**config.mk**
```make
export PLATFORM = sky130hd
export DESIGN_NAME = agc_decode
export DESIGN_NICKNAME = d
export VERILOG_FILES = /design/src/agc_isa_pkg.sv /design/src/agc_mem_pkg.sv /design/src/agc_decode.sv
export SDC_FILE = /design/constraint.sdc
export NUM_CORES = 1
export LEC_CHECK = 0
export BUFFER_PORTS_ARGS = -buffer_cell sky130_fd_sc_hd__buf_2
export CAP_MARGIN = 5
export CORE_AREA = 2 2 39 41
export DETAILED_ROUTE_END_ITERATION = 6
export DIE_AREA = 0 0 41 43
export PLACE_DENSITY = 0.89
export SYNTH_ARGS = -nofsm -noshare
export SYNTH_HDL_FRONTEND = slang
export SYNTH_SLANG_ARGS = --single-unit
```
**constraint.sdc**
```tcl
create_clock -name vclk -period 3.46
set_input_delay 0.692 -clock vclk [all_inputs]
set_output_delay 0.692 -clock vclk [all_outputs]
set_load 0.05 [all_outputs]
```
**src/agc_isa_pkg.sv**
```systemverilog
`default_nettype none

package agc_isa_pkg;

  // one instruction word, decoded two ways
  typedef union packed {
    struct packed {
      logic        spare;
      logic [2:0]  opcode;
      logic [11:0] k;
    } basic;
    struct packed {
      logic        spare;
      logic [2:0]  opcode;
      logic [1:0]  qc;
      logic [9:0]  k10;
    } quarter;
  } instr_word_t;

  // basic opcode field
  localparam logic [2:0] OPC_TC      = 3'd0;
  localparam logic [2:0] OPC_CCS     = 3'd1;
  localparam logic [2:0] OPC_DAS_GRP = 3'd2;
  localparam logic [2:0] OPC_CA      = 3'd3;
  localparam logic [2:0] OPC_CS      = 3'd4;
  localparam logic [2:0] OPC_IDX_GRP = 3'd5;
  localparam logic [2:0] OPC_AD      = 3'd6;
  localparam logic [2:0] OPC_MASK    = 3'd7;

  // k under opcode 0 that means EXTEND
  localparam logic [11:0] K_EXTEND  = 12'd6;
  // bits 11:9 of an extracode that mark EDRUPT
  localparam logic [2:0]  EDRUPT_PC = 3'd7;

  // internal operations
  localparam int OP_W = 4;
  localparam logic [OP_W-1:0] OP_NOP    = 4'd0;
  localparam logic [OP_W-1:0] OP_TC     = 4'd1;
  localparam logic [OP_W-1:0] OP_TCF    = 4'd2;
  localparam logic [OP_W-1:0] OP_CCS    = 4'd3;
  localparam logic [OP_W-1:0] OP_INCR   = 4'd4;
  localparam logic [OP_W-1:0] OP_ADS    = 4'd5;
  localparam logic [OP_W-1:0] OP_CA     = 4'd6;
  localparam logic [OP_W-1:0] OP_CS     = 4'd7;
  localparam logic [OP_W-1:0] OP_TS     = 4'd8;
  localparam logic [OP_W-1:0] OP_XCH    = 4'd9;
  localparam logic [OP_W-1:0] OP_AD     = 4'd10;
  localparam logic [OP_W-1:0] OP_MASK   = 4'd11;
  localparam logic [OP_W-1:0] OP_EXTEND = 4'd12;
  localparam logic [OP_W-1:0] OP_HALT   = 4'd13;

  // instruction cycle states
  localparam int ST_W = 4;
  localparam logic [ST_W-1:0] ST_RESET   = 4'd0;
  localparam logic [ST_W-1:0] ST_FETCH_0 = 4'd1;
  localparam logic [ST_W-1:0] ST_FETCH_1 = 4'd2;
  localparam logic [ST_W-1:0] ST_ZUPD_0  = 4'd3;
  localparam logic [ST_W-1:0] ST_ZUPD_1  = 4'd4;
  localparam logic [ST_W-1:0] ST_DECODE  = 4'd5;
  localparam logic [ST_W-1:0] ST_READ_0  = 4'd6;
  localparam logic [ST_W-1:0] ST_READ_1  = 4'd7;
  localparam logic [ST_W-1:0] ST_EXEC    = 4'd8;
  localparam logic [ST_W-1:0] ST_EXTRA_0 = 4'd9;
  localparam logic [ST_W-1:0] ST_EXTRA_1 = 4'd10;
  localparam logic [ST_W-1:0] ST_WB_0    = 4'd11;
  localparam logic [ST_W-1:0] ST_WB_1    = 4'd12;
  localparam logic [ST_W-1:0] ST_HALT    = 4'd13;

endpackage

`default_nettype wire

```
**src/agc_mem_pkg.sv**
```systemverilog
`default_nettype none

package agc_mem_pkg;

  // 15 value bits plus the overflow bit
  localparam int WORD_W    = 16;
  localparam int ADDR_W    = 12;
  localparam int MEM_DEPTH = 4096;
  // zero bits above an address held in a word
  localparam int PAD_W     = WORD_W - ADDR_W;

  // central registers at fixed low addresses
  localparam logic [ADDR_W-1:0] ADDR_A = 12'd0;
  localparam logic [ADDR_W-1:0] ADDR_Q = 12'd2;
  localparam logic [ADDR_W-1:0] ADDR_Z = 12'd5;

  // first fixed-memory word
  localparam logic [ADDR_W-1:0] START_ADDR = 12'o4000;

endpackage

`default_nettype wire

```
**src/agc_decode.sv**
```systemverilog
`default_nettype none

module agc_decode (
  input  agc_isa_pkg::instr_word_t        instr,
  input  logic                            extracode,
  output logic [agc_isa_pkg::OP_W-1:0]    op,
  output logic [agc_mem_pkg::ADDR_W-1:0]  operand_addr,
  output logic [agc_mem_pkg::ADDR_W-1:0]  dest_addr,
  output logic                            needs_read
);

  logic [agc_mem_pkg::ADDR_W-1:0] k;
  logic [agc_mem_pkg::ADDR_W-1:0] k10;
  logic [1:0]                     qc;

  assign k   = instr.basic.k;
  assign k10 = {2'b00, instr.quarter.k10};
  assign qc  = instr.quarter.qc;

  always_comb
  begin
    op           = agc_isa_pkg::OP_NOP;
    operand_addr = k;
    dest_addr    = agc_mem_pkg::ADDR_A;
    needs_read   = 1'b0;

    if (extracode)
    begin
      // only EDRUPT survives in extracode space
      if (instr.basic.opcode == agc_isa_pkg::OPC_TC && k[11:9] == agc_isa_pkg::EDRUPT_PC)
        op = agc_isa_pkg::OP_HALT;
    end
    else
    begin
      case (instr.basic.opcode)
        agc_isa_pkg::OPC_TC:
          if (k == agc_isa_pkg::K_EXTEND)
            op = agc_isa_pkg::OP_EXTEND;
          else
          begin
            op        = agc_isa_pkg::OP_TC;
            dest_addr = agc_mem_pkg::ADDR_Z;
          end
        agc_isa_pkg::OPC_CCS:
        begin
          dest_addr = agc_mem_pkg::ADDR_Z;
          // ccs on erasable, tcf on fixed
          if (qc == 2'd0)
          begin
            op           = agc_isa_pkg::OP_CCS;
            operand_addr = k10;
            needs_read   = 1'b1;
          end
          else
            op = agc_isa_pkg::OP_TCF;
        end
        agc_isa_pkg::OPC_DAS_GRP:
          if (qc[1])
          begin
            op           = qc[0] ? agc_isa_pkg::OP_ADS : agc_isa_pkg::OP_INCR;
            operand_addr = k10;
            dest_addr    = k10;
            needs_read   = 1'b1;
          end
        agc_isa_pkg::OPC_CA:
        begin
          op         = agc_isa_pkg::OP_CA;
          needs_read = 1'b1;
        end
        agc_isa_pkg::OPC_CS:
        begin
          op         = agc_isa_pkg::OP_CS;
          needs_read = 1'b1;
        end
        agc_isa_pkg::OPC_IDX_GRP:
        begin
          operand_addr = k10;
          if (qc == 2'd2)
          begin
            op        = agc_isa_pkg::OP_TS;
            dest_addr = k10;
          end
          else if (qc == 2'd3)
          begin
            // old A goes to k10 first, operand lands in A
            op         = agc_isa_pkg::OP_XCH;
            needs_read = 1'b1;
          end
        end
        agc_isa_pkg::OPC_AD:
        begin
          op         = agc_isa_pkg::OP_AD;
          needs_read = 1'b1;
        end
        default:
        begin
          op         = agc_isa_pkg::OP_MASK;
          needs_read = 1'b1;
        end
      endcase
    end

    // execute loads k as the operand when nothing is read
    assert final (!(needs_read === 1'b1 && op inside {agc_isa_pkg::OP_HALT,
                    agc_isa_pkg::OP_EXTEND, agc_isa_pkg::OP_TCF}));
  end

endmodule

`default_nettype wire

```
==> flow_summary.ini <==
[hold_path]
worstHoldPathType = input pin to primary output
worstHoldEndpoint = operand_addr[8]
hp-start = instr[8]
holdPathStages = 2

[final_layout]
num_antenna_cells = 0
fill_cells = 143
finalNetCount = 118
drive_gt1_share_pct = 46.5
syn_to_final_growth_pct = 27.5
seqCellArea_um2 = 0
multi_input_area_um2 = 340
nFlopsAndLatches = 0
n_clock_buffer = 0

[routing]
vias_per_cell = 5.38
ant_nets = 0
drtPass1Iterations = 4
vias = 619
drt_iter0_markers = 5
drt_wl_total_mm = 1.20
wl_per_cell_um = 10.4
drc = 0

[worst_setup_path]
crit_top_cell = buf_2
required_ns = 2.77
crit_arrival_ns = 2.05
crit_chain = buf_2 -> and3b_2 -> a22oi_2 -> nor3b_4 -> and2_1 -> buf_2
critPathLaunchType = input pin
slowest_stage = nor3b_4
path_max_fanout = 16
cpPeakStageDelay_ns = 0.34
crit_path_end_kind = primary output
crit_type = input pin to primary output

[pwr]
total_power_uw = 112
p_per_area_nw_per_um2 = 194
leakage_nw = 0.320
peakVddDrop_v = 0.0000857

[die]
ios = 46
core_area_um2 = 1380
rows = 14
die_width_um = 41
die_area_um2 = 1760
die_y_um = 43
start_util_pct = 32.8

[global_route]
grt_max_degree = 17
grt_pass1_wl_mm = 1.83
met3_usage_pct = 0.524
grt_pass1_vias = 450
gr-usage-met1_pct = 17.7
grt-ovfl-total = 0
grt_usage_pct = 13.6
top_usage_layer = met2
antenna_found_initial = 0
use_met2_pct = 24.7

[logic_synthesis]
synth_area_per_cell_um2 = 6.31
synth_cell_types = 29
yosysTopAreaCell = buf_4
synth_top_area_share_pct = 19.8
yosysMostFrequentCell = buf_4
synth_common_cells = 12 x buf_4, 8 x and2_1, 6 x a21oi_1, 6 x nor2_1
syn_inst = 72
synthTopCellsByArea = buf_4 20%, and2_1 11%, a21oi_1 6.6%
syn_area_um2 = 454
synth_seq_area_share_pct = 0
synth_warnings = 0

[timing]
period_share_pct = 79.2
tns_ns = 0
hold_viol = 0
fin_crit_ns = 2.74
grt_setup_unrepaired = false
fmax_mhz = 365
fin_ws_ns = 0.718
setup_viol_count_final = 0
slew_violations = 0

[clock_network]
hold_buffers = 0
ctsResizeCount = 0
post-cts-setup-buffer-count = 0

[outcome]
status = completed

[place]
io_buffers = 43
routabilityCongestion = 0.819
post-place-ws_ns = 0.705

[job]
drv_cap = 0
==> placed cells by master, fill, tap and decap left out, types with 2 or more instances in the layout <==
master   Yosys  final
o21ai_0      3      3
nand2_1      2      2
nor3_1       3      3
nor4_1       4      4
and2_1       8      8
nor2_1       6      6
buf_2        4     43
o21a_1       2      2
a21o_1       2      2
a21oi_1      6      6
conb_1       1      2
o21ai_1      3      3
==> cell families (layout without fill, tap and decap cells) <==
group	after synthesis	count (layout)	synth area share, %
AO/OA/AOI/OAI	20	20	27.5
buffers and inverters	18	44	25.9
other	1	2	0.826
AND/OR/NAND/NOR	33	33	45.7
==> worst max path at each step <==
stage,cells after the start,end,slack [ns],from
floorplan,2,op[1],0.77,instr[14]
global placement,6,dest_addr[4],0.75,instr[13]
detailed placement,6,dest_addr[7],0.71,instr[13]
CTS,6,dest_addr[7],0.70,instr[13]
global route,6,dest_addr[7],0.56,instr[13]
finish,6,dest_addr[7],0.72,instr[13]
==> layout make-up <==
cell class	count	share of cell area [%]
Multi-Input combinational cell	55	58.7
Timing Repair Buffer	43	37.1
Tap cell	16	3.46
Inverter	1	0.648
==> routing by layer <==
layer / vias to the layer above / routed length, um
li1: 302 / -
met1: 274 / 459
met2: 43 / 566
met3: 0 / 170
met4: 0 / 0
met5: - / 0
==> power breakdown <==
group / switching [mW] / internal [mW] / total [mW]
Sequential: 0 / 0 / 0
Clock: 0 / 0 / 0
Combinational: 0.0850 / 0.0274 / 0.112
Total: 0.0850 / 0.0274 / 0.112
==> critical path, delay by kind of cell <==
kind,cells,cell delay (ns)
AO/OA/AOI/OAI,1,0.10
buffers and inverters,2,0.44
AND/OR/NAND/NOR,3,0.82
==> metrics by stage <==
| stage | hold slack, ns | area (um2) | cells | util [%] |
|---|---|---|---|---|
| after floorplan | 1.55 | 458 | 73 | - |
| final | 1.69 | 579 | 115 | 41.9 |
| after CTS | 1.69 | 579 | 115 | 41.9 |
| after global routing | 1.70 | 579 | 115 | 41.9 |
| after global placement | 1.69 | 579 | 115 | 41.9 |
| after detailed placement | 1.69 | 579 | 115 | 41.9 |
(Power assumes the default switching activity.)
