`src/agc_isa_pkg.sv`:
```
`default_nettype none

package agc_isa_pkg;

  // one instruction word, decoded two ways
  typedef union packed {
    struct packed {
      logic        spare;
      logic [2:0]  opcode;
      logic [11:0] k;
    } basic;
    struct packed {
      logic        spare;
      logic [2:0]  opcode;
      logic [1:0]  qc;
      logic [9:0]  k10;
    } quarter;
  } instr_word_t;

  // basic opcode field
  localparam logic [2:0] OPC_TC      = 3'd0;
  localparam logic [2:0] OPC_CCS     = 3'd1;
  localparam logic [2:0] OPC_DAS_GRP = 3'd2;
  localparam logic [2:0] OPC_CA      = 3'd3;
  localparam logic [2:0] OPC_CS      = 3'd4;
  localparam logic [2:0] OPC_IDX_GRP = 3'd5;
  localparam logic [2:0] OPC_AD      = 3'd6;
  localparam logic [2:0] OPC_MASK    = 3'd7;

  // k under opcode 0 that means EXTEND
  localparam logic [11:0] K_EXTEND  = 12'd6;
  // bits 11:9 of an extracode that mark EDRUPT
  localparam logic [2:0]  EDRUPT_PC = 3'd7;

  // internal operations
  localparam int OP_W = 4;
  localparam logic [OP_W-1:0] OP_NOP    = 4'd0;
  localparam logic [OP_W-1:0] OP_TC     = 4'd1;
  localparam logic [OP_W-1:0] OP_TCF    = 4'd2;
  localparam logic [OP_W-1:0] OP_CCS    = 4'd3;
  localparam logic [OP_W-1:0] OP_INCR   = 4'd4;
  localparam logic [OP_W-1:0] OP_ADS    = 4'd5;
  localparam logic [OP_W-1:0] OP_CA     = 4'd6;
  localparam logic [OP_W-1:0] OP_CS     = 4'd7;
  localparam logic [OP_W-1:0] OP_TS     = 4'd8;
  localparam logic [OP_W-1:0] OP_XCH    = 4'd9;
  localparam logic [OP_W-1:0] OP_AD     = 4'd10;
  localparam logic [OP_W-1:0] OP_MASK   = 4'd11;
  localparam logic [OP_W-1:0] OP_EXTEND = 4'd12;
  localparam logic [OP_W-1:0] OP_HALT   = 4'd13;

  // instruction cycle states
  localparam int ST_W = 4;
  localparam logic [ST_W-1:0] ST_RESET   = 4'd0;
  localparam logic [ST_W-1:0] ST_FETCH_0 = 4'd1;
  localparam logic [ST_W-1:0] ST_FETCH_1 = 4'd2;
  localparam logic [ST_W-1:0] ST_ZUPD_0  = 4'd3;
  localparam logic [ST_W-1:0] ST_ZUPD_1  = 4'd4;
  localparam logic [ST_W-1:0] ST_DECODE  = 4'd5;
  localparam logic [ST_W-1:0] ST_READ_0  = 4'd6;
  localparam logic [ST_W-1:0] ST_READ_1  = 4'd7;
  localparam logic [ST_W-1:0] ST_EXEC    = 4'd8;
  localparam logic [ST_W-1:0] ST_EXTRA_0 = 4'd9;
  localparam logic [ST_W-1:0] ST_EXTRA_1 = 4'd10;
  localparam logic [ST_W-1:0] ST_WB_0    = 4'd11;
  localparam logic [ST_W-1:0] ST_WB_1    = 4'd12;
  localparam logic [ST_W-1:0] ST_HALT    = 4'd13;

endpackage

`default_nettype wire

```
`src/agc_mem_pkg.sv`:
```
`default_nettype none

package agc_mem_pkg;

  // 15 value bits plus the overflow bit
  localparam int WORD_W    = 16;
  localparam int ADDR_W    = 12;
  localparam int MEM_DEPTH = 4096;
  // zero bits above an address held in a word
  localparam int PAD_W     = WORD_W - ADDR_W;

  // central registers at fixed low addresses
  localparam logic [ADDR_W-1:0] ADDR_A = 12'd0;
  localparam logic [ADDR_W-1:0] ADDR_Q = 12'd2;
  localparam logic [ADDR_W-1:0] ADDR_Z = 12'd5;

  // first fixed-memory word
  localparam logic [ADDR_W-1:0] START_ADDR = 12'o4000;

endpackage

`default_nettype wire

```
`src/agc_result.sv`:
```
`default_nettype none

module agc_result (
  input  logic [agc_isa_pkg::OP_W-1:0]    op,
  input  logic [agc_mem_pkg::WORD_W-1:0]  operand,
  input  logic [agc_mem_pkg::WORD_W-1:0]  reg_a,
  input  logic [agc_mem_pkg::ADDR_W-1:0]  reg_z,
  output logic [agc_mem_pkg::WORD_W-1:0]  result_value,
  output logic [agc_mem_pkg::WORD_W-1:0]  ccs_a,
  output logic [agc_mem_pkg::ADDR_W-1:0]  branch_z
);

  logic [15:0] raw_sum;
  logic [14:0] eac_sum;
  logic        add_ovf;
  logic        opnd_pos_zero;
  logic        opnd_neg_zero;

  // ones' complement add, carry out wraps to bit 0
  assign raw_sum = {1'b0, reg_a[14:0]} + {1'b0, operand[14:0]};
  assign eac_sum = raw_sum[14:0] + {14'd0, raw_sum[15]};
  // same input signs, other result sign
  assign add_ovf = (reg_a[14] == operand[14]) && (eac_sum[14] != operand[14]);

  assign opnd_pos_zero = (operand[14:0] == 15'h0000);
  assign opnd_neg_zero = (operand[14:0] == 15'h7fff);

  always_comb
  begin
    ccs_a    = '0;
    branch_z = reg_z;
    case (op)
      agc_isa_pkg::OP_TC, agc_isa_pkg::OP_TCF:
        branch_z = operand[agc_mem_pkg::ADDR_W-1:0];
      agc_isa_pkg::OP_CCS:
        // reg_z already points past the CCS word
        if (!operand[14])
        begin
          if (opnd_pos_zero)
            branch_z = reg_z + 12'd1;
          else
            ccs_a = {1'b0, operand[14:0] - 15'd1};
        end
        else if (opnd_neg_zero)
          branch_z = reg_z + 12'd3;
        else
        begin
          branch_z = reg_z + 12'd2;
          ccs_a    = {1'b0, ~operand[14:0] - 15'd1};
        end
      default: ;
    endcase
  end

  always_comb
  begin
    case (op)
      agc_isa_pkg::OP_AD, agc_isa_pkg::OP_ADS: result_value = {add_ovf, eac_sum};
      agc_isa_pkg::OP_INCR: result_value = operand + 16'd1;
      agc_isa_pkg::OP_CS:   result_value = {1'b0, ~operand[14:0]};
      agc_isa_pkg::OP_MASK: result_value = {1'b0, operand[14:0] & reg_a[14:0]};
      agc_isa_pkg::OP_TS:   result_value = reg_a;
      default:              result_value = operand;
    endcase
  end

endmodule

`default_nettype wire

```
`config.mk`:
```
export PLATFORM = sky130hd
export DESIGN_NAME = agc_result
export DESIGN_NICKNAME = d
export VERILOG_FILES = /design/src/agc_isa_pkg.sv /design/src/agc_mem_pkg.sv /design/src/agc_result.sv
export SDC_FILE = /design/constraint.sdc
export NUM_CORES = 1
export LEC_CHECK = 0
export ABC_AREA = 1
export BUFFER_PORTS_ARGS = -buffer_cell sky130_fd_sc_hd__buf_2
export CAP_MARGIN = 20
export CORE_MARGIN = 2
export CORE_UTILIZATION = 29
export DETAILED_ROUTE_END_ITERATION = 10
export SLEW_MARGIN = 20
export SYNTH_ARGS = -nofsm -noshare
export SYNTH_HDL_FRONTEND = slang
export SYNTH_SLANG_ARGS = --single-unit
export TNS_END_PERCENT = 30
```
`constraint.sdc`:
```
create_clock -name vclk -period 7.3
set_input_delay 2.19 -clock vclk [all_inputs]
set_output_delay 2.19 -clock vclk [all_outputs]
set_load 0.1 [all_outputs]
```
==> impl_metrics.json <==
{
  "status": "finished, final reports clean",
  "worstPathRequired_ns": 5.11,
  "hpwl_um": 13100,
  "seq_area_frac_synth_pct": 0,
  "hold_path_class": "input port to output port",
  "grt_max_degree": 18,
  "drive_above_1_share_pct": 31.5,
  "globalplace.congestion": 0.961,
  "fmax_mhz": 137,
  "n_clock_buffer": 0,
  "critPathKind": "input port to output port",
  "synth_xor_area_share_pct": 9.06,
  "drc": 0,
  "first_pass_iters": 5,
  "crit_path_end": "result_value[15]",
  "fin_crit_sh_pct": 99.6,
  "viasPerCell": 5.18,
  "wl_um": 16400,
  "synth_warnings": 0,
  "finalSetupViolations": 0,
  "synthMuxAreaShare_pct": 1.62,
  "setup_tns_ns": 0,
  "postRouteAntennaNets": 0,
  "grt_util_all_layers_pct": 21.8,
  "io_buffers": 90,
  "grt_pass1_wl_um": 25700,
  "worst_slew_pin_slew_ns": 0.607,
  "drv_slew": 0,
  "finalNonFillerCells": 1072,
  "areaGrowthSynthToFinish_pct": 51.1,
  "design_area_mm2": 0.00584,
  "whs_path_depth": 4,
  "num_rows": 42,
  "n_antenna_cell": 0,
  "cts_hold_buf": 0,
  "cpPeakStageDelay_ns": 0.28,
  "die_y_um": 119,
  "crit_fanout": 3,
  "nets": 970,
  "antenna_found_initial": 0,
  "p_per_area_mw_per_mm2": 101,
  "yosys.area_share.adder_pct": 7.96,
  "fin_util_pct": 44.5,
  "maxCapViolCount": 0,
  "drt_iter0_markers": 494,
  "dp_cells": 1048,
  "hold_violations": 0,
  "wl_per_cell_um": 15.3,
  "fillers": 1404,
  "dpl_cell_area_mm2": 0.00510,
  "max-slew-margin-rel_pct": 59.2,
  "vias": 5558,
  "io_pins": 92,
  "start_kind": "input port",
  "rsz0062_at_grt": "true",
  "synthSimpleGateAreaFrac_pct": 49.6,
  "startpoint": "operand[6]",
  "cp_slowest_cell": "ha_4",
  "synth_top_family_by_area": "simple AND/OR/NAND/NOR gates",
  "period_minus_slack_ns": 7.27,
  "core_mm2": 0.0131,
  "synth_top_cells_by_area": "nand2_1 (24%), inv_1 (9.4%), xor2_1 (8.4%)",
  "synth_compound_area_share_pct": 17.2,
  "synth.largest_area_cell": "nand2_1",
  "avgSynthCellArea_um2": 5.22,
  "design.seq.count": 0,
  "syn_inst": 741,
  "chipWidth_um": 119,
  "path_common_cell": "buf_4",
  "leakagePower_nw": 2.95,
  "synth_top_cell_area_share_pct": 23.6,
  "grt_pass1_vias": 5113,
  "vdd_drop_max_v": 0.0000963,
  "ys_types": 54,
  "initial_core_util_pct": 29.4,
  "critPathCaptureType": "output port",
  "overflow": 0,
  "die-area_mm2": 0.0143,
  "ff_latch_area_um2": 0,
  "netlist_area_mm2": 0.00387,
  "power.total_w": 0.000590,
  "arrival_ns": 5.08
}
logic make-up (layout without fill, tap and decap cells):
logic type,count (synthesis),after routing
adder cells (fa/ha/maj),24,24
AO/OA/AOI/OAI,106,106
XOR/XNOR,40,40
other,1,2
buffers and inverters,131,285
AND/OR/NAND/NOR,434,434
multiplexers,5,5
what timing repair did:
action                     in CTS  in global routing
cloned                          0                  0
pin swaps                      20                 50
setup endpoints to repair       6                 10
buffers inserted               18                  6
gates resized for setup        47                 83
synthesized netlist by cell type (all sizes together) (10+ instances only):
library cell	n
buf	20
nand2	248
a221oi	10
a21oi	29
o211ai	10
inv	100
nor2	82
nand3	63
ha	23
o21ai	29
nor3	12
nand4	14
xor2	37
where the power goes:
part / total, W / internal, W / switching (W) / leakage (nW)
logic: 0.000590 / 0.000201 / 0.000390 / 2.95
clock network: 0 / 0 / 0 / 0
registers: 0 / 0 / 0 / 0
metal layers:
layer  vias up  global-route usage, %  part of all wire, %
met2       258                   34.4                   44
li1       2736                      -                    -
met3        40                   1.72                  7.4
met5         -                      0                    0
met1      2524                   31.8                   45
met4         0                   5.81                  3.0
metrics by stage:
stage               setup WS (ns)  hold slack, ns
floorplan                  -0.440            4.81
global placement           -0.110            4.83
detailed placement         -0.176            4.85
CTS                      0.000647            4.81
global route               -0.115            4.86
finish                     0.0271            4.83
worst min-delay path by stage:
stage                           start          endpoint  slack [ns]
after CTS                 operand[15]  result_value[15]        4.81
final                     operand[15]  result_value[15]        4.83
after global routing      operand[15]  result_value[15]        4.86
after global placement    operand[15]  result_value[15]        4.83
after detailed placement  operand[15]  result_value[15]        4.85
after floorplan              reg_a[6]   result_value[6]        4.81
layout by cell type (no fill, tap or decap), drive strengths merged, types with 14 or more instances in the layout:
| cell | synthesis | final |
|---|---|---|
| o21ai | 29 | 29 |
| nor2 | 82 | 82 |
| xor2 | 37 | 37 |
| ha | 23 | 23 |
| inv | 100 | 100 |
| nand2 | 248 | 248 |
| buf | 20 | 179 |
| a21oi | 29 | 29 |
| nand3 | 63 | 63 |
| nand4 | 14 | 14 |
layout make-up:
class | count | area [um2] | area share, %
Multi-Input combinational cell | 611 | 3800 | 65.0
Timing Repair Buffer | 180 | 1430 | 24.4
Inverter | 105 | 398 | 6.81
Tap cell | 176 | 220 | 3.77
worst max-delay path: cells and delay by family:
family | cells | cell delay (ns)
buf+inv | 13 | 1.62
simple gates | 11 | 0.92
fa+ha+maj | 1 | 0.28
compound gates | 1 | 0.07
(Power assumes the default switching activity.)
