===== src/agc_isa_pkg.sv =====
`default_nettype none

package agc_isa_pkg;

  // one instruction word, decoded two ways
  typedef union packed {
    struct packed {
      logic        spare;
      logic [2:0]  opcode;
      logic [11:0] k;
    } basic;
    struct packed {
      logic        spare;
      logic [2:0]  opcode;
      logic [1:0]  qc;
      logic [9:0]  k10;
    } quarter;
  } instr_word_t;

  // basic opcode field
  localparam logic [2:0] OPC_TC      = 3'd0;
  localparam logic [2:0] OPC_CCS     = 3'd1;
  localparam logic [2:0] OPC_DAS_GRP = 3'd2;
  localparam logic [2:0] OPC_CA      = 3'd3;
  localparam logic [2:0] OPC_CS      = 3'd4;
  localparam logic [2:0] OPC_IDX_GRP = 3'd5;
  localparam logic [2:0] OPC_AD      = 3'd6;
  localparam logic [2:0] OPC_MASK    = 3'd7;

  // k under opcode 0 that means EXTEND
  localparam logic [11:0] K_EXTEND  = 12'd6;
  // bits 11:9 of an extracode that mark EDRUPT
  localparam logic [2:0]  EDRUPT_PC = 3'd7;

  // internal operations
  localparam int OP_W = 4;
  localparam logic [OP_W-1:0] OP_NOP    = 4'd0;
  localparam logic [OP_W-1:0] OP_TC     = 4'd1;
  localparam logic [OP_W-1:0] OP_TCF    = 4'd2;
  localparam logic [OP_W-1:0] OP_CCS    = 4'd3;
  localparam logic [OP_W-1:0] OP_INCR   = 4'd4;
  localparam logic [OP_W-1:0] OP_ADS    = 4'd5;
  localparam logic [OP_W-1:0] OP_CA     = 4'd6;
  localparam logic [OP_W-1:0] OP_CS     = 4'd7;
  localparam logic [OP_W-1:0] OP_TS     = 4'd8;
  localparam logic [OP_W-1:0] OP_XCH    = 4'd9;
  localparam logic [OP_W-1:0] OP_AD     = 4'd10;
  localparam logic [OP_W-1:0] OP_MASK   = 4'd11;
  localparam logic [OP_W-1:0] OP_EXTEND = 4'd12;
  localparam logic [OP_W-1:0] OP_HALT   = 4'd13;

  // instruction cycle states
  localparam int ST_W = 4;
  localparam logic [ST_W-1:0] ST_RESET   = 4'd0;
  localparam logic [ST_W-1:0] ST_FETCH_0 = 4'd1;
  localparam logic [ST_W-1:0] ST_FETCH_1 = 4'd2;
  localparam logic [ST_W-1:0] ST_ZUPD_0  = 4'd3;
  localparam logic [ST_W-1:0] ST_ZUPD_1  = 4'd4;
  localparam logic [ST_W-1:0] ST_DECODE  = 4'd5;
  localparam logic [ST_W-1:0] ST_READ_0  = 4'd6;
  localparam logic [ST_W-1:0] ST_READ_1  = 4'd7;
  localparam logic [ST_W-1:0] ST_EXEC    = 4'd8;
  localparam logic [ST_W-1:0] ST_EXTRA_0 = 4'd9;
  localparam logic [ST_W-1:0] ST_EXTRA_1 = 4'd10;
  localparam logic [ST_W-1:0] ST_WB_0    = 4'd11;
  localparam logic [ST_W-1:0] ST_WB_1    = 4'd12;
  localparam logic [ST_W-1:0] ST_HALT    = 4'd13;

endpackage

`default_nettype wire


===== src/agc_mem_pkg.sv =====
`default_nettype none

package agc_mem_pkg;

  // 15 value bits plus the overflow bit
  localparam int WORD_W    = 16;
  localparam int ADDR_W    = 12;
  localparam int MEM_DEPTH = 4096;
  // zero bits above an address held in a word
  localparam int PAD_W     = WORD_W - ADDR_W;

  // central registers at fixed low addresses
  localparam logic [ADDR_W-1:0] ADDR_A = 12'd0;
  localparam logic [ADDR_W-1:0] ADDR_Q = 12'd2;
  localparam logic [ADDR_W-1:0] ADDR_Z = 12'd5;

  // first fixed-memory word
  localparam logic [ADDR_W-1:0] START_ADDR = 12'o4000;

endpackage

`default_nettype wire


===== src/agc_execute.sv =====
`default_nettype none

module agc_execute (
  input  logic                            raw_clk,
  input  logic                            button_reset,
  input  logic [agc_mem_pkg::WORD_W-1:0]  mem_rdata,
  input  logic [agc_mem_pkg::WORD_W-1:0]  reg_a,
  input  logic [agc_mem_pkg::ADDR_W-1:0]  reg_z,
  input  logic [agc_isa_pkg::OP_W-1:0]    op,
  input  logic [agc_mem_pkg::ADDR_W-1:0]  operand_addr,
  input  logic [agc_mem_pkg::ADDR_W-1:0]  dest_addr,
  input  logic                            needs_read,
  input  logic [agc_mem_pkg::WORD_W-1:0]  result_value,
  input  logic [agc_mem_pkg::WORD_W-1:0]  ccs_a,
  input  logic [agc_mem_pkg::ADDR_W-1:0]  branch_z,
  output agc_isa_pkg::instr_word_t        instr,
  output logic                            extracode,
  output logic [agc_mem_pkg::WORD_W-1:0]  operand,
  output logic                            mem_en,
  output logic                            mem_we,
  output logic [agc_mem_pkg::ADDR_W-1:0]  mem_addr,
  output logic [agc_mem_pkg::WORD_W-1:0]  mem_wdata,
  output logic                            halted
);

  logic [agc_isa_pkg::ST_W-1:0]   state;
  logic [agc_mem_pkg::WORD_W-1:0] wb_data;
  logic [agc_mem_pkg::ADDR_W-1:0] z_next;
  logic [agc_mem_pkg::ADDR_W-1:0] extra_addr;
  logic [agc_mem_pkg::WORD_W-1:0] extra_data;
  logic                           is_branch;
  logic                           needs_extra;

  assign z_next      = reg_z + 12'd1;
  assign halted      = (state == agc_isa_pkg::ST_HALT);
  assign is_branch   = op inside {agc_isa_pkg::OP_TC, agc_isa_pkg::OP_TCF, agc_isa_pkg::OP_CCS};
  assign needs_extra = op inside {agc_isa_pkg::OP_TC, agc_isa_pkg::OP_CCS,
                                  agc_isa_pkg::OP_XCH, agc_isa_pkg::OP_ADS};

  // second write for ops that touch two words
  always_comb
  begin
    case (op)
      agc_isa_pkg::OP_TC:
      begin
        extra_addr = agc_mem_pkg::ADDR_Q;
        extra_data = {{agc_mem_pkg::PAD_W{1'b0}}, reg_z};
      end
      agc_isa_pkg::OP_CCS:
      begin
        extra_addr = agc_mem_pkg::ADDR_A;
        extra_data = ccs_a;
      end
      agc_isa_pkg::OP_XCH:
      begin
        extra_addr = operand_addr;
        extra_data = reg_a;
      end
      default:
      begin
        // ads copies the sum into A
        extra_addr = agc_mem_pkg::ADDR_A;
        extra_data = wb_data;
      end
    endcase
  end

  always_comb
  begin
    mem_en    = 1'b0;
    mem_we    = 1'b0;
    mem_addr  = reg_z;
    mem_wdata = wb_data;
    case (state)
      agc_isa_pkg::ST_FETCH_0:
        mem_en = 1'b1;
      agc_isa_pkg::ST_ZUPD_0:
      begin
        mem_en    = 1'b1;
        mem_we    = 1'b1;
        mem_addr  = agc_mem_pkg::ADDR_Z;
        mem_wdata = {{agc_mem_pkg::PAD_W{1'b0}}, z_next};
      end
      agc_isa_pkg::ST_READ_0:
      begin
        mem_en   = 1'b1;
        mem_addr = operand_addr;
      end
      agc_isa_pkg::ST_EXTRA_0:
      begin
        mem_en    = 1'b1;
        mem_we    = 1'b1;
        mem_addr  = extra_addr;
        mem_wdata = extra_data;
      end
      agc_isa_pkg::ST_WB_0:
      begin
        mem_en   = 1'b1;
        mem_we   = 1'b1;
        mem_addr = dest_addr;
      end
      default: ;
    endcase
  end

  always_ff @(posedge raw_clk)
  begin
    if (!button_reset)
    begin
      state     <= agc_isa_pkg::ST_RESET;
      extracode <= 1'b0;
    end
    else
    begin
      case (state)
        agc_isa_pkg::ST_RESET:   state <= agc_isa_pkg::ST_FETCH_0;
        agc_isa_pkg::ST_FETCH_0: state <= agc_isa_pkg::ST_FETCH_1;
        agc_isa_pkg::ST_FETCH_1: state <= agc_isa_pkg::ST_ZUPD_0;
        agc_isa_pkg::ST_ZUPD_0:  state <= agc_isa_pkg::ST_ZUPD_1;
        agc_isa_pkg::ST_ZUPD_1:  state <= agc_isa_pkg::ST_DECODE;
        agc_isa_pkg::ST_DECODE:
        begin
          // flag lives for exactly one following instruction
          extracode <= (op == agc_isa_pkg::OP_EXTEND);
          if (op == agc_isa_pkg::OP_HALT)
            state <= agc_isa_pkg::ST_HALT;
          else if (op == agc_isa_pkg::OP_EXTEND || op == agc_isa_pkg::OP_NOP)
            state <= agc_isa_pkg::ST_FETCH_0;
          else if (needs_read)
            state <= agc_isa_pkg::ST_READ_0;
          else
            state <= agc_isa_pkg::ST_EXEC;
        end
        agc_isa_pkg::ST_READ_0:  state <= agc_isa_pkg::ST_READ_1;
        agc_isa_pkg::ST_READ_1:  state <= agc_isa_pkg::ST_EXEC;
        agc_isa_pkg::ST_EXEC:
          state <= needs_extra ? agc_isa_pkg::ST_EXTRA_0 : agc_isa_pkg::ST_WB_0;
        agc_isa_pkg::ST_EXTRA_0: state <= agc_isa_pkg::ST_EXTRA_1;
        agc_isa_pkg::ST_EXTRA_1: state <= agc_isa_pkg::ST_WB_0;
        agc_isa_pkg::ST_WB_0:    state <= agc_isa_pkg::ST_WB_1;
        agc_isa_pkg::ST_WB_1:    state <= agc_isa_pkg::ST_FETCH_0;
        agc_isa_pkg::ST_HALT:    state <= agc_isa_pkg::ST_HALT;
        default:                 state <= agc_isa_pkg::ST_RESET;
      endcase
    end
  end

  always_ff @(posedge raw_clk)
  begin
    if (state == agc_isa_pkg::ST_FETCH_1)
      instr <= mem_rdata;
    // k itself is the operand of tc and tcf
    if (state == agc_isa_pkg::ST_DECODE)
      operand <= {{agc_mem_pkg::PAD_W{1'b0}}, operand_addr};
    if (state == agc_isa_pkg::ST_READ_1)
      operand <= mem_rdata;
    // latched before the extra write can change A
    if (state == agc_isa_pkg::ST_EXEC)
      wb_data <= is_branch ? {{agc_mem_pkg::PAD_W{1'b0}}, branch_z} : result_value;
  end

  assert property (@(posedge raw_clk) disable iff (!button_reset) mem_we |-> mem_en);

  // halt is sticky and the bus stays quiet
  assert property (@(posedge raw_clk) disable iff (!button_reset)
    halted |=> halted && !mem_en);

endmodule

`default_nettype wire


===== config.mk =====
export PLATFORM = sky130hd
export DESIGN_NAME = agc_execute
export DESIGN_NICKNAME = d
export VERILOG_FILES = /design/src/agc_isa_pkg.sv /design/src/agc_mem_pkg.sv /design/src/agc_execute.sv
export SDC_FILE = /design/constraint.sdc
export NUM_CORES = 1
export LEC_CHECK = 0
export BUFFER_PORTS_ARGS = -buffer_cell sky130_fd_sc_hd__buf_4
export CORE_MARGIN = 2
export CORE_UTILIZATION = 48
export CTS_BUF_LIST = sky130_fd_sc_hd__clkbuf_16
export CTS_CLUSTER_SIZE = 28
export DETAILED_ROUTE_END_ITERATION = 10
export HOLD_SLACK_MARGIN = 0.15
export PLACE_DENSITY = 0.86
export REMOVE_ABC_BUFFERS = 1
export SYNTH_ARGS = -nofsm -noshare
export SYNTH_HDL_FRONTEND = slang
export SYNTH_SLANG_ARGS = --single-unit

===== constraint.sdc =====
create_clock -name raw_clk -period 3.5 [get_ports raw_clk]
set_input_delay 0 -clock raw_clk [delete_from_list [all_inputs] [get_ports raw_clk]]
set_output_delay 0 -clock raw_clk [all_outputs]
set_load 0.05 [all_outputs]

==> reports/qor.yml <==
setup_path:
  cp-end-kind: "output port"
  path_max_fanout: 17
  regToRegSetupSlack_ps: 1680
  timing.critical_path.to: "mem_addr[1]"
  crit_start: "state[3]"
  r2r_start: "state[0]"
  critical_path_class: "flop to output port"
  worstPathArrival_ps: 2760
  reg2reg_depth: 5
  crit_path_start_kind: "flop"
  required_ps: 3500
  r2r-end: "extracode"
sta:
  max_freq_ghz: 0.3629
  period_minus_slack_ps: 2756
  slew_headroom: 0.2148
  fin_crit_sh: 0.7873
  finalSetupTns_ps: 0
  tightest_slew_ps: 1171
  maxSlewViolCount: 0
  setup_violations: 0
  hold_viol: 0
  worst_slack_ps: 744.3
  fin_worst_skew_ps: 4.790
  rsz0062_at_grt: "no"
yosys:
  syn_area_sq_um: 3228
  synth_most_common_cell: "edfxtp_1"
  yosysUniqueCellTypes: 56
  yosysSeqAreaShare: 0.4775
  synth_common_cells: "48 x edfxtp_1, 32 x mux2_2, 16 x nor2_1, 15 x nand2_1, 13 x inv_1"
  ys_top_cells_by_area: "edfxtp_1 45%, mux2_2 11%, a222oi_1 3.4%"
  syn_inst: 288
  yosys_warnings: 0
  yosys_register_bits: 53
  syn_area_per_cell_sq_um: 11.21
  synth_top_area_share: 0.4465
  synth_ff_type: "edfxtp_1"
  async_flop_share: 0
  synth_edf_count: 48
  yosysTopAreaCell: "edfxtp_1"
cells_and_area:
  ff_latch_area_sq_um: 1541
  multi_input_comb_area_sq_um: 1563
  area_delta_synth_final_pct: 67.52
  final_cells: 604
  fill_cells: 334
  fin_area_sq_um: 5408
  drive_above_1_share: 0.4506
  nNetsFinal: 645
place:
  place_ws_ps: 1229
  place_inst: 535
  numPortBuffers: 182
  dpl-instance-area_sq_um: 4661
  gp_congestion: 0.8214
  dp_hpwl_mm: 8.347
cts:
  post_cts_buffers: 0
  cts_tree: "yes"
  post_cts_resized: 0
  cts_buffer_depth: 2
  cts.sinks: 53
  htree_levels: 2
  clk_pin_slew_ps: 70
  numCtsBuffers: 5
  clk_latency_ps: 280
  cts_root_buffer: "clkbuf_16"
  cts_hold_buf: 60
floorplanning:
  die_area_sq_um: 7397
  fp.dieH_um: 86.01
  boundaryPins: 183
  core_sq_um: 6422
  fp-row-count: 29
  start_util: 0.5026
  die_w_um: 86.01
drt:
  vias: 3604
  wire_per_inst_um: 20.98
  dr.first_iter.drc_count: 324
  post-route-drc-count: 0
  drtAntennaViolNets: 0
  drt_wl_total_mm: 12.67
  vias_per_cell: 5.967
  drt_first_pass_iters: 5
global_route:
  grt_pass1_wl_mm: 19.08
  antenna_found_initial: 0
  grt.overflow.total: 0
  grt_max_degree: 21
  track_usage: 0.3388
  grt_pass1_vias: 3648
power_and_ir_drop:
  peakVddDrop_uv: 331.5
  power_leakage_nw: 2.240
  powerDensity_nw_per_um2: 330.3
  fin_total_pwr_mw: 1.786
outcome:
  status: "finished, final reports clean"
min_path:
  worstHoldStart: "op[0]"
  hp-class: "primary input to flop"
flow_run:
  max_cap_violations: 0
==> cells in the final DEF (no fill, tap or decap), types with 3 or more instances in the layout <==
master / synthesis / final
a21boi_0: 4 / 4
a21oi_1: 10 / 10
a221o_1: 10 / 10
a222oi_1: 11 / 11
a22oi_1: 11 / 11
and2_1: 6 / 6
buf_4: 0 / 188
clkbuf_16: 0 / 5
dfxtp_1: 5 / 5
dlygate4sd3_1: 0 / 60
edfxtp_1: 48 / 48
inv_1: 13 / 14
mux2_2: 32 / 32
nand2_1: 15 / 15
nand2b_1: 5 / 5
nand3_1: 5 / 5
nand4_1: 5 / 5
nor2_1: 16 / 16
nor2b_1: 6 / 6
nor3_1: 6 / 4
nor3_2: 1 / 3
nor3b_1: 3 / 3
o21ai_0: 6 / 6
o2bb2ai_1: 4 / 4
or2_2: 3 / 3
xnor2_1: 7 / 7
xor2_1: 3 / 3
==> worst max-delay path, cell delays in order, from the launching register on <==
cell,delay (ps)
dfxtp_1,640
and4bb_1,350
a21oi_1,870
a221oi_1,170
a21oi_1,230
buf_4,220
==> per-stage QoR <==
step / util / hold WS (ps)
6_report: 0.8420 / 290.3
5_1_grt: 0.8416 / 328.2
4_1_cts: 0.8416 / 285.4
3_5_place_dp: 0.7257 / 187.3
3_3_place_gp: 0.7257 / 185.7
2_1_floorplan: - / 98.87
==> final cells by class <==
type                    count  area share
flip-flops and latches     53      0.2851
multi-input cells         204      0.2890
diodes                      1   0.0004627
inverters                  13    0.009024
clock inverters             3    0.003471
repair buffers            248      0.3720
clock buffers               5     0.02314
well taps                  77     0.01782
==> kinds of logic after synthesis <==
logic type                 Yosys count  synth area share
and+or+nand+nor                     88            0.1605
AOI/OAI and AO/OA                   73            0.1779
DFF                                 53            0.4775
muxes                               32            0.1116
adders and majority gates            1          0.003875
xor gates and xnor gates            10           0.02713
buffers and inverters               31           0.04148
==> report_power, final <==
| part | leakage [nW] | total, mW | internal, mW | switching (mW) |
|---|---|---|---|---|
| logic | 1.70 | 0.565 | 0.257 | 0.308 |
| registers | 0.472 | 0.738 | 0.717 | 0.0209 |
| clock network | 0.0672 | 0.483 | 0.263 | 0.220 |
==> sequential cells by signal, summed over array words and instances, names as in the netlist <==
| signal | count |
|---|---|
| state | 4 |
| wb_data | 16 |
| instr | 16 |
| operand | 16 |
| extracode | 1 |
==> routing by layer <==
layer / up-vias / share of wire / GRT usage
li1: 1610 / - / -
met1: 1695 / 0.35 / 0.3975
met2: 259 / 0.50 / 0.5891
met3: 40 / 0.11 / 0.08085
met4: 0 / 0.037 / 0.1457
met5: - / 0 / 0
==> how the worst min path moves through the flow <==
stage	to	slack (ps)	cells after the start
6_report	state[0]	290	5
3_3_place_gp	instr[15]	190	1
5_1_grt	state[0]	330	4
3_5_place_dp	instr[7]	190	1
4_1_cts	state[0]	290	5
2_1_floorplan	instr[0]	100	0
No activity file was read; power rests on OpenSTA's default activity.
